## src/design/rv_settings.svh

```systemverilog
`ifndef RV_SETTINGS_SVH
`define RV_SETTINGS_SVH

// Address of the first fetch after reset
`define RV_RESET_PC 32'h1000

// Data and address width
`define RV_XLEN 32

// Register file geometry, x0 included
`define RV_NUM_REGS 32
`define RV_REG_BITS 5

`endif

```

## src/design/rv_core_pkg.sv

```systemverilog
`include "rv_settings.svh"

package rv_core_pkg;

    typedef logic [`RV_XLEN-1:0]     word_t;
    typedef logic [`RV_REG_BITS-1:0] reg_idx_t;
    typedef logic [3:0]              byte_en_t;

    typedef enum logic [1:0] {ph_fetch, ph_latch, ph_exec, ph_finish} phase_e;

    typedef enum logic [3:0] {
        alu_add, alu_sub, alu_lt, alu_ltu, alu_and, alu_or, alu_xor,
        alu_sll, alu_srl, alu_sra, alu_eq, alu_ne, alu_ge, alu_geu
    } alu_op_e;

    typedef enum logic [3:0] {
        cls_comp, cls_compi, cls_lui, cls_auipc, cls_load,
        cls_store, cls_jal, cls_jalr, cls_branch, cls_none
    } instr_class_e;

    // Encoded like funct3[1:0] of loads and stores
    typedef enum logic [1:0] {sz_byte, sz_half, sz_word} mem_size_e;

    typedef struct packed {mem_size_e size; logic uns; logic active;} ld_kind_t;
    typedef struct packed {mem_size_e size; logic active;} st_kind_t;

endpackage

```

## src/design/rv_isa_pkg.sv

```systemverilog
package rv_isa_pkg;

    typedef logic [2:0] funct3_t;
    typedef logic [6:0] funct7_t;

    typedef enum logic [6:0] {
        opc_op     = 7'b0110011,
        opc_op_imm = 7'b0010011,
        opc_lui    = 7'b0110111,
        opc_auipc  = 7'b0010111,
        opc_load   = 7'b0000011,
        opc_store  = 7'b0100011,
        opc_jal    = 7'b1101111,
        opc_jalr   = 7'b1100111,
        opc_branch = 7'b1100011,
        opc_system = 7'b1110011
    } opcode_e;

    localparam funct3_t f3_add_sub = 3'b000;
    localparam funct3_t f3_sll     = 3'b001;
    localparam funct3_t f3_slt     = 3'b010;
    localparam funct3_t f3_sltu    = 3'b011;
    localparam funct3_t f3_xor     = 3'b100;
    localparam funct3_t f3_srl_sra = 3'b101;
    localparam funct3_t f3_or      = 3'b110;
    localparam funct3_t f3_and     = 3'b111;

    localparam funct3_t f3_beq  = 3'b000;
    localparam funct3_t f3_bne  = 3'b001;
    localparam funct3_t f3_blt  = 3'b100;
    localparam funct3_t f3_bge  = 3'b101;
    localparam funct3_t f3_bltu = 3'b110;
    localparam funct3_t f3_bgeu = 3'b111;

    localparam funct7_t f7_base = 7'b0000000;
    localparam funct7_t f7_alt  = 7'b0100000; // SUB and SRA

endpackage

```

## src/design/rv_decode_if.sv

```systemverilog
`timescale 1ns/10ps

interface rv_decode_if import rv_core_pkg::*; ();

    instr_class_e cls;
    reg_idx_t     rd;
    reg_idx_t     rs1;
    reg_idx_t     rs2;
    word_t        imm;
    alu_op_e      alu_op;
    ld_kind_t     ld_kind;
    st_kind_t     st_kind;

    modport producer (output cls, rd, rs1, rs2, imm, alu_op, ld_kind, st_kind);

    modport consumer (input cls, rd, rs1, rs2, imm, alu_op, ld_kind, st_kind);

endinterface

```

## src/design/rv_alu.sv

```systemverilog
`timescale 1ns/10ps

module rv_alu import rv_core_pkg::*; (
    input  word_t   a,
    input  word_t   b,
    input  alu_op_e op,
    output word_t   result
);

    logic        sub;
    word_t       b_inv;
    logic [32:0] sum;
    logic        carry;
    logic        ge_s;
    logic        eq;

    // Five-stage barrel shift to the right, fill selects the arithmetic shift
    function automatic word_t shift_right(input word_t x, input logic [4:0] sh, input logic fill);
        word_t v;
        v = x;
        for (int s = 0; s < 5; s++) begin
            if (sh[s]) begin
                v = (v >> (1 << s)) | (fill ? ~(word_t'('1) >> (1 << s)) : '0);
            end
        end
        return v;
    endfunction

    assign sub   = op inside {alu_sub, alu_lt, alu_ltu, alu_ge, alu_geu};
    assign b_inv = sub ? ~b : b;
    assign sum   = {1'b0, a} + {1'b0, b_inv} + {32'b0, sub};
    assign carry = sum[32]; // Set when a >= b unsigned
    assign ge_s  = carry ^ a[31] ^ b[31];
    assign eq    = (a == b);

    always_comb begin
        case (op)
            alu_add, alu_sub: result = sum[31:0];
            alu_and: result = a & b;
            alu_or:  result = a | b;
            alu_xor: result = a ^ b;
            alu_sll: result = {<<{shift_right({<<{a}}, b[4:0], 1'b0)}}; // Mirrored right shift
            alu_srl: result = shift_right(a, b[4:0], 1'b0);
            alu_sra: result = shift_right(a, b[4:0], a[31]);
            alu_lt:  result = word_t'(!ge_s);
            alu_ge:  result = word_t'(ge_s);
            alu_ltu: result = word_t'(!carry);
            alu_geu: result = word_t'(carry);
            alu_eq:  result = word_t'(eq);
            alu_ne:  result = word_t'(!eq);
            default: result = '0;
        endcase
    end

endmodule

```

## src/design/rv_core_top.sv

```systemverilog
`timescale 1ns/10ps

module rv_core_top import rv_core_pkg::*; (
    input  logic     clk,
    input  logic     rst_n,
    output word_t    mem_addr,
    output logic     mem_re,
    output byte_en_t mem_we,
    output word_t    mem_wdata,
    input  word_t    mem_rdata
);

    word_t    ir, alu_a, alu_b, alu_result, lsu_addr, st_data, ld_value;
    alu_op_e  alu_op;
    st_kind_t st_kind;
    ld_kind_t ld_kind;

    rv_decode_if dec_if ();

    rv_decoder i_decoder (.ir(ir), .dec(dec_if.producer));

    rv_datapath i_datapath (
        .clk(clk), .rst_n(rst_n), .dec(dec_if.consumer), .ir(ir),
        .alu_a(alu_a), .alu_b(alu_b), .alu_op(alu_op), .alu_result(alu_result),
        .mem_addr(mem_addr), .mem_re(mem_re), .mem_rdata(mem_rdata),
        .lsu_addr(lsu_addr), .st_data(st_data), .st_kind(st_kind),
        .ld_kind(ld_kind), .ld_value(ld_value)
    );

    rv_alu i_alu (.a(alu_a), .b(alu_b), .op(alu_op), .result(alu_result));

    rv_lsu i_lsu (
        .clk(clk), .rst_n(rst_n), .addr(lsu_addr), .st_data(st_data),
        .st_kind(st_kind), .ld_kind(ld_kind), .mem_rdata(mem_rdata),
        .mem_we(mem_we), .mem_wdata(mem_wdata), .ld_value(ld_value)
    );

endmodule

```

## src/design/rv_datapath.sv

```systemverilog
`timescale 1ns/10ps
`include "rv_settings.svh"

module rv_datapath import rv_core_pkg::*; (
    input  logic          clk,
    input  logic          rst_n,
    rv_decode_if.consumer dec,
    output word_t         ir,
    output word_t         alu_a,
    output word_t         alu_b,
    output alu_op_e       alu_op,
    input  word_t         alu_result,
    output word_t         mem_addr,
    output logic          mem_re,
    input  word_t         mem_rdata,
    output word_t         lsu_addr,
    output word_t         st_data,
    output st_kind_t      st_kind,
    output ld_kind_t      ld_kind,
    input  word_t         ld_value
);

    phase_e phase;
    word_t  pc;
    word_t  tr;   // Address of the current instruction
    logic   br_flag;
    word_t  regs [1:`RV_NUM_REGS-1];
    word_t  rs1_val, rs2_val, rd_data;
    logic   is_load, is_branch, is_link, in_exec, uses_rs1, rd_we, pc_we;

    assign is_load   = (dec.cls == cls_load);
    assign is_branch = (dec.cls == cls_branch);
    assign is_link   = (dec.cls == cls_jal) || (dec.cls == cls_jalr);
    assign in_exec   = (phase == ph_exec);
    assign uses_rs1  = !(dec.cls inside {cls_auipc, cls_jal}); // Those two add to TR

    assign rs1_val = (dec.rs1 == '0) ? '0 : regs[dec.rs1];
    assign rs2_val = (dec.rs2 == '0) ? '0 : regs[dec.rs2];

    assign alu_a  = (phase == ph_fetch) ? pc : (in_exec && uses_rs1) ? rs1_val : tr;
    assign alu_b  = (phase == ph_fetch) ? 32'd4 :
                    (in_exec && dec.cls inside {cls_comp, cls_branch}) ? rs2_val : dec.imm;
    assign alu_op = (in_exec && dec.cls inside {cls_comp, cls_compi, cls_branch}) ?
                    dec.alu_op : alu_add;

    assign mem_addr = (phase == ph_fetch) ? pc : alu_result;
    assign mem_re   = (phase == ph_fetch) || (in_exec && is_load);
    assign lsu_addr = alu_result;
    assign st_data  = rs2_val;
    assign st_kind  = in_exec ? dec.st_kind : '0;
    assign ld_kind  = in_exec ? dec.ld_kind : '0;

    assign rd_we = (dec.rd != '0) &&
                   ((in_exec && dec.cls inside {cls_comp, cls_compi, cls_lui, cls_auipc,
                                                cls_jal, cls_jalr}) ||
                    (phase == ph_finish && is_load));
    // Return address is the PC already advanced in fetch
    assign rd_data = is_load ? ld_value : is_link ? pc : alu_result;
    assign pc_we   = (phase == ph_fetch) || (in_exec && is_link) ||
                     (phase == ph_finish && is_branch && br_flag);

    always_ff @(posedge clk or negedge rst_n) begin
        if (!rst_n) begin
            phase   <= ph_fetch;
            pc      <= `RV_RESET_PC;
            tr      <= '0;
            ir      <= '0;
            br_flag <= 1'b0;
        end else begin
            case (phase)
                ph_fetch: phase <= ph_latch;
                ph_latch: phase <= ph_exec;
                ph_exec:  phase <= (is_load || is_branch) ? ph_finish : ph_fetch;
                default:  phase <= ph_fetch;
            endcase
            if (pc_we) pc <= {alu_result[31:1], 1'b0}; // JALR clears bit 0
            if (phase == ph_fetch) tr <= pc;
            if (phase == ph_latch) ir <= mem_rdata;
            if (in_exec && is_branch) br_flag <= alu_result[0];
        end
    end

    always_ff @(posedge clk or negedge rst_n) begin
        if (!rst_n) begin
            for (int i = 1; i < `RV_NUM_REGS; i++) begin
                regs[i] <= '0;
            end
        end else if (rd_we) begin
            regs[dec.rd] <= rd_data;
        end
    end

endmodule

```

## src/design/rv_decoder.sv

```systemverilog
`timescale 1ns/10ps

module rv_decoder
    import rv_core_pkg::*;
    import rv_isa_pkg::*;
(
    input  word_t         ir,
    rv_decode_if.producer dec
);

    opcode_e opcode;
    funct3_t funct3;
    funct7_t funct7;
    word_t   imm_i, imm_s, imm_b, imm_j, imm_u;

    assign opcode = opcode_e'(ir[6:0]);
    assign funct3 = ir[14:12];
    assign funct7 = ir[31:25];

    assign imm_i = {{20{ir[31]}}, ir[31:20]};
    assign imm_s = {{20{ir[31]}}, ir[31:25], ir[11:7]};
    assign imm_b = {{20{ir[31]}}, ir[7], ir[30:25], ir[11:8], 1'b0};
    assign imm_j = {{12{ir[31]}}, ir[19:12], ir[20], ir[30:21], 1'b0};
    assign imm_u = {ir[31:12], 12'b0};

    // Register and immediate ALU ops; returns 0 for an illegal funct7
    function automatic logic arith_op(input funct3_t f3, input funct7_t f7,
                                      input logic is_reg, output alu_op_e op);
        logic base;
        logic alt;
        base = (f7 == f7_base);
        alt  = (f7 == f7_alt);
        op = alu_add;
        arith_op = !is_reg || base;
        case (f3)
            f3_add_sub: begin
                op = (is_reg && alt) ? alu_sub : alu_add;
                arith_op = !is_reg || base || alt;
            end
            f3_sll: begin
                op = alu_sll;
                arith_op = base; // SLLI shamt field sits in funct7 too
            end
            f3_slt:  op = alu_lt;
            f3_sltu: op = alu_ltu;
            f3_xor:  op = alu_xor;
            f3_or:   op = alu_or;
            f3_and:  op = alu_and;
            default: begin
                op = alt ? alu_sra : alu_srl;
                arith_op = base || alt;
            end
        endcase
    endfunction

    always_comb begin
        alu_op_e op;
        logic    ok;
        op = alu_add;
        ok = 1'b0;
        dec.cls     = cls_none;
        dec.rd      = '0;
        dec.rs1     = '0;
        dec.rs2     = '0;
        dec.imm     = '0;
        dec.alu_op  = alu_add;
        dec.ld_kind = '0;
        dec.st_kind = '0;
        case (opcode)
            opc_op: begin
                ok = arith_op(funct3, funct7, 1'b1, op);
                if (ok) begin
                    dec.cls    = cls_comp;
                    dec.rd     = ir[11:7];
                    dec.rs1    = ir[19:15];
                    dec.rs2    = ir[24:20];
                    dec.alu_op = op;
                end
            end
            opc_op_imm: begin
                ok = arith_op(funct3, funct7, 1'b0, op);
                if (ok) begin
                    dec.cls    = cls_compi;
                    dec.rd     = ir[11:7];
                    dec.rs1    = ir[19:15];
                    dec.imm    = imm_i;
                    dec.alu_op = op;
                end
            end
            opc_lui, opc_auipc: begin
                dec.cls = (opcode == opc_lui) ? cls_lui : cls_auipc;
                dec.rd  = ir[11:7];
                dec.imm = imm_u;
            end
            opc_load: begin
                if (funct3[1:0] != 2'b11 && funct3 != 3'b110) begin
                    dec.cls            = cls_load;
                    dec.rd             = ir[11:7];
                    dec.rs1            = ir[19:15];
                    dec.imm            = imm_i;
                    dec.ld_kind.size   = mem_size_e'(funct3[1:0]);
                    dec.ld_kind.uns    = funct3[2];
                    dec.ld_kind.active = 1'b1;
                end
            end
            opc_store: begin
                if (funct3[2] == 1'b0 && funct3[1:0] != 2'b11) begin
                    dec.cls            = cls_store;
                    dec.rs1            = ir[19:15];
                    dec.rs2            = ir[24:20];
                    dec.imm            = imm_s;
                    dec.st_kind.size   = mem_size_e'(funct3[1:0]);
                    dec.st_kind.active = 1'b1;
                end
            end
            opc_jal: begin
                dec.cls = cls_jal;
                dec.rd  = ir[11:7];
                dec.imm = imm_j;
            end
            opc_jalr: begin
                if (funct3 == '0) begin
                    dec.cls = cls_jalr;
                    dec.rd  = ir[11:7];
                    dec.rs1 = ir[19:15];
                    dec.imm = imm_i;
                end
            end
            opc_branch: begin
                ok = 1'b1;
                case (funct3)
                    f3_beq:  op = alu_eq;
                    f3_bne:  op = alu_ne;
                    f3_blt:  op = alu_lt;
                    f3_bge:  op = alu_ge;
                    f3_bltu: op = alu_ltu;
                    f3_bgeu: op = alu_geu;
                    default: ok = 1'b0;
                endcase
                if (ok) begin
                    dec.cls    = cls_branch;
                    dec.rs1    = ir[19:15];
                    dec.rs2    = ir[24:20];
                    dec.imm    = imm_b;
                    dec.alu_op = op;
                end
            end
            default: ; // SYSTEM and unknown opcodes run as no-ops
        endcase
    end

endmodule

```

## src/design/rv_lsu.sv

```systemverilog
`timescale 1ns/10ps

module rv_lsu import rv_core_pkg::*; (
    input  logic     clk,
    input  logic     rst_n,
    input  word_t    addr,
    input  word_t    st_data,
    input  st_kind_t st_kind,
    input  ld_kind_t ld_kind,
    input  word_t    mem_rdata,
    output byte_en_t mem_we,
    output word_t    mem_wdata,
    output word_t    ld_value
);

    ld_kind_t   ld_kind_q;
    logic [1:0] ld_off_q;
    word_t      rdata_sh;

    assign mem_wdata = st_data << {addr[1:0], 3'b000};

    always_comb begin
        mem_we = '0;
        if (st_kind.active) begin
            case (st_kind.size)
                sz_byte: mem_we = 4'b0001 << addr[1:0];
                sz_half: mem_we = 4'b0011 << addr[1:0];
                default: mem_we = 4'b1111;
            endcase
        end
    end

    // Held for the cycle in which read data returns
    always_ff @(posedge clk or negedge rst_n) begin
        if (!rst_n) begin
            ld_kind_q <= '0;
            ld_off_q  <= '0;
        end else if (ld_kind.active) begin
            ld_kind_q <= ld_kind;
            ld_off_q  <= addr[1:0];
        end
    end

    assign rdata_sh = mem_rdata >> {ld_off_q, 3'b000};

    always_comb begin
        case (ld_kind_q.size)
            sz_byte: ld_value = {{24{rdata_sh[7] & !ld_kind_q.uns}}, rdata_sh[7:0]};
            sz_half: ld_value = {{16{rdata_sh[15] & !ld_kind_q.uns}}, rdata_sh[15:0]};
            default: ld_value = rdata_sh;
        endcase
    end

endmodule

```

## config.mk

```make
export PLATFORM = sky130hd
export DESIGN_NAME = rv_core_top
export DESIGN_NICKNAME = d
export VERILOG_FILES = /design/src/design/rv_core_pkg.sv /design/src/design/rv_isa_pkg.sv /design/src/design/rv_decode_if.sv /design/src/design/rv_alu.sv /design/src/design/rv_core_top.sv /design/src/design/rv_datapath.sv /design/src/design/rv_decoder.sv /design/src/design/rv_lsu.sv
export VERILOG_INCLUDE_DIRS = /design/src /design/src/design
export SDC_FILE = /design/constraint.sdc
export NUM_CORES = 2
export LEC_CHECK = 0
export ABC_AREA = 1
export BUFFER_PORTS_ARGS = -buffer_cell sky130_fd_sc_hd__buf_2
export CORE_MARGIN = 2
export CORE_UTILIZATION = 30
export DETAILED_ROUTE_END_ITERATION = 8
export PLACE_DENSITY_LB_ADDON = 0.1
export SLEW_MARGIN = 20
export SYNTH_ARGS = -nofsm -noshare
export SYNTH_HDL_FRONTEND = slang
export SYNTH_HIERARCHICAL = 1
export SYNTH_SLANG_ARGS = --single-unit
```

## constraint.sdc

```tcl
create_clock -name clk -period 6.2 [get_ports clk]
set_input_delay 0.62 -clock clk [delete_from_list [all_inputs] [get_ports clk]]
set_output_delay 0.62 -clock clk [all_outputs]
set_load 0.05 [all_outputs]
```

==> Word level (Yosys, flattened, before mapping) <==
Cells that the tools add are included.
{ "op_classes": {"addsub": 2, "magnitude_cmp": 4, "n_eq_ne": 45, "shifts": 4, "mux": 101, "bitwise_logic": 17, "n_reduce_logical": 47} }
{ "ops": {"columns": ["op", "n"], "rows": [
  ["two-way mux 32 bit", 44],
  ["bitwise mux 992 bit", 1],
  ["case mux 32 bit (13 select lines)", 1],
  ["binary-select mux 32 bit (select 5 bit)", 2],
  ["case mux 32 bit (7 select lines)", 1],
  ["demux 32 bit (select 5 bit)", 1],
  ["two-way mux 5 bit", 13],
  ["case mux 32 bit (2 select lines)", 1],
  ["case mux 4 bit (7 select lines)", 2],
  ["two-way mux 4 bit", 13],
  ["adder 32 x 32 -> 33 bit", 1],
  ["adder 33 x 1 -> 33 bit", 1],
  ["bitwise AND 32 bit", 1],
  ["equality test 32 bit", 1],
  ["inverter 32 bit", 1],
  ["OR 16 x 32 -> 32 bit", 1],
  ["OR 24 x 32 -> 32 bit", 1],
  ["OR 28 x 32 -> 32 bit", 1],
  ["OR 30 x 32 -> 32 bit", 1],
  ["OR 31 x 32 -> 32 bit", 1],
  ["OR 32 bit", 1],
  ["case mux 4 bit (8 select lines)", 1],
  ["<< shifter 32 x 5 -> 32 bit", 1],
  ["right shift 32 x 5 -> 32 bit", 1],
  ["other kinds (50)", 127]
]} }
{ "totals": {"regBits": 1094, "output_inout_bits": 69, "word_cells": 259} }

==> Logic depth before layout (Yosys ltp) <==
{ "depth": {"word_depth": 32, "depth_mapped": 44, "ltp_nobuf": 39} }

==> By module <==
Netlist, hierarchy kept.
{ "modules_own_cells": {"columns": ["mod", "instances", "cells_per_inst", "area_each_um2", "seq_area_each_um2"], "rows": [
  ["rv_datapath", 1, 9240, 63265.7, 27252.4],
  ["rv_alu", 1, 1512, 7892.6, 0.0],
  ["rv_decoder", 1, 446, 2235.9, 0.0],
  ["rv_lsu", 1, 298, 1519.0, 125.1]
]} }

==> Least setup slack after synthesis <==
Ideal clock, no wire load.
{ "synth_path": {"path_kind": "register -> output", "start": "reg i_datapath.ir[14]", "end": "out mem_wdata[31]", "t_arrival_ns": 6.490, "setup_slack_ns": -0.910, "path_stages_with_launch": 40, "path_cell_list": "dfrtp_1 -> buf_4 -> nor2_2 -> nor2_4 -> inv_2 -> nand2_4 -> nand2_2 -> inv_1 -> a21oi_1 -> buf_2 -> clkbuf_1 -> clkbuf_1 -> nand2_1 -> o21ai_0 -> nand2_1 -> nand3_1 -> nand3_1 -> nand3_1 -> [... 4 more ...] -> xor2_1 -> ha_1 -> a21oi_1 -> nand2_1 -> nand3_1 -> nand2_1 -> nand2_1 -> nand2_1 -> nand2_1 -> nand2_1 -> a21oi_1 -> nand4_1 -> buf_4 -> buf_6 -> buf_2 -> nand2_1 -> o21ai_0 -> o21ai_0"} }
{ "synth_lines": {"columns": ["element", "line", "rtl"], "rows": [
  ["start, declared", "rv_datapath.sv:8", "output word_t ir,"],
  ["start signal, assigned", "rv_datapath.sv:78", "if (phase == ph_latch) ir <= mem_rdata;"],
  ["equality test 3 x 1 -> 1 bit, or another cell as far along", "rv_decoder.sv:35, rv_decoder.sv:131", null],
  ["OR reduction 6 bit (no source line)", null, null],
  ["two-way mux 1 bit (on tied branches)", null, null],
  ["two-way mux 1 bit", "rv_decoder.sv:69", "case (opcode)"],
  ["two-way mux 5 bit (on tied branches)", "rv_decoder.sv:140, rv_decoder.sv:72", null],
  ["case mux 5 bit (3 select lines) *", "rv_decoder.sv:69", null],
  ["via dec_if.rs2[0]", "rv_decode_if.sv:8", "reg_idx_t rs2;"],
  ["inverter 5 -> 6 bit (implied by the code)", "rv_datapath.sv:38", "assign rs2_val = (dec.rs2 == '0) ? '0 : regs[dec.rs2];"],
  ["[... 6 more ...]", null, null],
  ["via alu_b[3]", "rv_core_top.sv:13", "word_t ir, alu_a, alu_b, alu_result, lsu_addr, st_data, ld_value;"],
  ["[... 1 more ...]", null, null],
  ["two-way mux 32 bit", "rv_alu.sv:30", "assign b_inv = sub ? ~b : b;"],
  ["adder 32 x 32 -> 33 bit", "rv_alu.sv:31", "assign sum = {1'b0, a} + {1'b0, b_inv} + {32'b0, sub};"],
  ["adder 33 x 1 -> 33 bit", "rv_alu.sv:31", null],
  ["XOR 1 bit (2 in a row)", "rv_alu.sv:33", "assign ge_s = carry ^ a[31] ^ b[31];"],
  ["zero test 1 bit", "rv_alu.sv:45", "alu_lt: result = word_t'(!ge_s);"],
  ["case mux 32 bit (13 select lines) *", "rv_alu.sv:37", "case (op)"],
  ["via alu_result[0]", "rv_core_top.sv:13", null],
  ["<< shifter 32 x 5 -> 32 bit *", "rv_lsu.sv:20", "assign mem_wdata = st_data << {addr[1:0], 3'b000};"],
  ["end, declared", "rv_core_top.sv:9", "output word_t mem_wdata,"]
]} }
The timed path passes the listed nets; every way through them passes the cells marked *. The select of a mux whose other input is x is not followed.

==> Final worst setup path <==
{ "layout_path": {"start": "reg i_datapath.ir[14]", "end": "out mem_wdata[30]"} }
Same word-level chain as after synthesis.

==> flow_metrics.py <==
metrics = {
    "outcome": {
        "status": "finished, violations left",
        "violations": "negative setup slack",
    },
    "global_routing": {
        "grt_max_degree": 142,
        "track_usage_pct": 33.1,
        "grt_overflow": 0,
        "grt_pass1_vias": 80100,
        "grt_first_pass_wirelength_mm": 603,
        "antenna_found_initial": 25,
    },
    "sta": {
        "drv_slew": 0,
        "fin_crit_ns": 7.27,
        "hold_viol": 0,
        "rsz0062_at_grt": "yes",
        "layout_setup_ws_ns": -1.07,
        "setup_viol": 249,
        "period_share_pct": 117,
        "worstMarginPinSlew_ns": 1.24,
        "hold_slack_ns": 0.0974,
        "slew_headroom_pct": 17.5,
        "max_freq_ghz": 0.138,
        "skew_ns": 0.0334,
    },
    "floorplan": {
        "ioPinCount": 103,
        "rows": 183,
        "die_height_microns": 503,
        "dieArea_sq_mm": 0.253,
        "start_util_pct": 30.1,
        "core_area_sq_mm": 0.248,
        "die_w_microns": 503,
    },
    "layout": {
        "multiInputGateArea_sq_mm": 0.0424,
        "fin_nets": 12500,
        "regArea_sq_mm": 0.0274,
        "layout-drive-gt1-share_pct": 20.9,
        "fillers": 26000,
        "areaGrowthSynthToFinish_pct": 36.1,
    },
    "critical_path": {
        "cp_num_buf_inv": 14,
        "cp.required_ns": 5.58,
        "path_depth": 38,
        "max_stage_delay_ns": 0.42,
        "r2r-end": "i_datapath/regs[566]",
        "crit_start": "i_datapath/ir[14]",
        "cp_max_fo": 15,
        "setup.worst_path.end": "mem_wdata[30]",
        "rrSetupSlack_ns": -0.14,
        "r2r_start": "i_datapath/ir[14]",
        "cp_common_cell": "buf_6",
        "worst_path_max_delay_cell": "dfrtp_1",
        "path_delay_family": "buffers and inverters",
        "worstRegToRegCells": 41,
        "crit_path_end_kind": "primary output",
        "cp_data_arrival_time_ns": 6.65,
        "critPathKind": "reg2out",
        "crit_path_start_kind": "flop",
    },
    "power": {
        "ir_drop_mv": 0.313,
        "design_power_total_mw": 32.9,
        "powerDensity_mw_per_mm2": 323,
        "p_leak_nw": 51.5,
    },
    "routing": {
        "dr.pass1.iters": 8,
        "drc": 0,
        "vias": 86100,
        "wire_per_inst_microns": 27.4,
        "routed_via_density": 5.43,
        "ant_nets": 0,
        "drt_iter0_drc": 10600,
        "drt-total-wl_mm": 434,
    },
    "cts": {
        "cts_made_buffers": 143,
        "cts_tree": "yes",
        "insertion_delay_ns": 0.84,
        "cts_max_path_buffers": 3,
        "cts_sinks": 1094,
        "clk_pin_slew_worst_paths_ns": 0.06,
        "cts-root-buf": "clkbuf_16",
        "cts_htree_levels": 4,
    },
    "yosys": {
        "syn_area_per_cell_sq_um": 6.51,
        "yosys_warnings": 6,
        "synth_area_sq_mm": 0.0747,
        "synth_fp_nets": 11600,
        "synthCells": 11500,
    },
    "place": {
        "io_buffers": 102,
        "hpwl_mm": 290,
        "dp_slack_ns": -1.18,
        "gp_congestion": 0.979,
    },
    "worst_hold_path": {
        "min_path_type": "in2reg",
    },
    "flow_run": {
        "max-cap-violations": 0,
    },
}
flip-flops by register name, indices dropped and copies added (netlist names):
register / count
i_datapath/tr: 31
i_datapath/phase: 2
i_datapath/pc: 31
i_datapath/regs: 992
i_datapath/br_flag: 1
i_lsu/ld_off_q: 2
i_lsu/ld_kind_q: 3
i_datapath/ir: 32
worst min-delay path by stage:
stage / slack [ns] / cells after the start / end / startpoint
2_1_floorplan: 0.32 / 0 / i_datapath/br_flag / rst_n
6_report: 0.1 / 2 / i_datapath/ir[31] / mem_rdata[31]
4_1_cts: 0.06 / 2 / i_datapath/ir[31] / mem_rdata[31]
3_3_place_gp: 0.45 / 2 / i_datapath/tr[29] / i_datapath/tr[29]
3_5_place_dp: 0.46 / 2 / i_datapath/tr[22] / i_datapath/tr[22]
5_1_grt: 0.09 / 2 / i_datapath/ir[17] / mem_rdata[17]
layout by cell type (no fill, tap or decap), types with 31 or more instances in the layout:
master and count:
clkbuf_1 31, buf_4 1108, buf_6 117, mux2_2 32, o21ai_1 185, nand2_1 4210, a21oi_1 151, nand2_4 33
clkbuf_8 32, inv_1 1011, nor2_2 39, buf_8 48, clkbuf_16 176, inv_2 52, buf_12 283, ha_1 71
a21oi_2 35, nand3_2 109, buf_2 33, buf_16 52, o21ai_0 913, nand3_1 1552, o211ai_1 389, dfrtp_1 1092
nand2_2 118, nor2_4 57, nor2_1 169
routing by layer:
metal	part of all wire, %	vias to the layer above	GRT usage, %
li1	-	39000	-
met1	44	42200	47.0
met5	0.013	-	0
met2	42	4244	48.9
met4	5.1	6	14.7
met3	8.7	726	5.56
worst register-to-register path: cells and delay by family, from the launching register on:
kind                       cells  cell delay, ns
buffers and inverters         16            2.35
and+or+nand+nor               16            1.47
AOI/OAI and AO/OA              7            1.41
DFF                            1            0.42
adders and majority gates      1            0.39
xor gates and xnor gates       1            0.19
where the power goes:
part           switching [mW]  total (mW)  internal (mW)
clock                    3.66        8.74           5.08
sequential              0.273        7.72           7.45
combinational            10.2        16.4           6.19
layout make-up:
| cell class | count | share of cell area [%] |
|---|---|---|
| sequential | 1094 | 26.9 |
| clock inverter | 50 | 0.565 |
| antenna | 16 | 0.0394 |
| inverter | 1084 | 4.11 |
| timing repair buffer | 1682 | 18.4 |
| multi-input combinational | 8392 | 41.7 |
| clock buffer | 210 | 4.17 |
| timing repair inverter | 1 | 0.0111 |
| tap | 3330 | 4.10 |
through the flow:
stage | cell area (sq um) | util, % | TNS, ns | cells
final | 102000 | 41.0 | -64.53 | 15900
after global routing | 102000 | 41.0 | -173.40 | 15900
after detailed placement | 89800 | 36.2 | -381.41 | 15400
after global placement | 89700 | 36.2 | -376.34 | 15400
after floorplan | 75000 | - | -0.120 | 11500
after CTS | 97800 | 39.4 | -90.66 | 15700
what timing repair did:
action,in CTS,in global routing
endpoints found under the hold margin,96,0
resized for setup,410,539
setup buffers,66,108
pin swaps,43,172
hold buffers,1,0
cloned,30,29
setup endpoints to repair,999,1060
(Power assumes the default switching activity.)
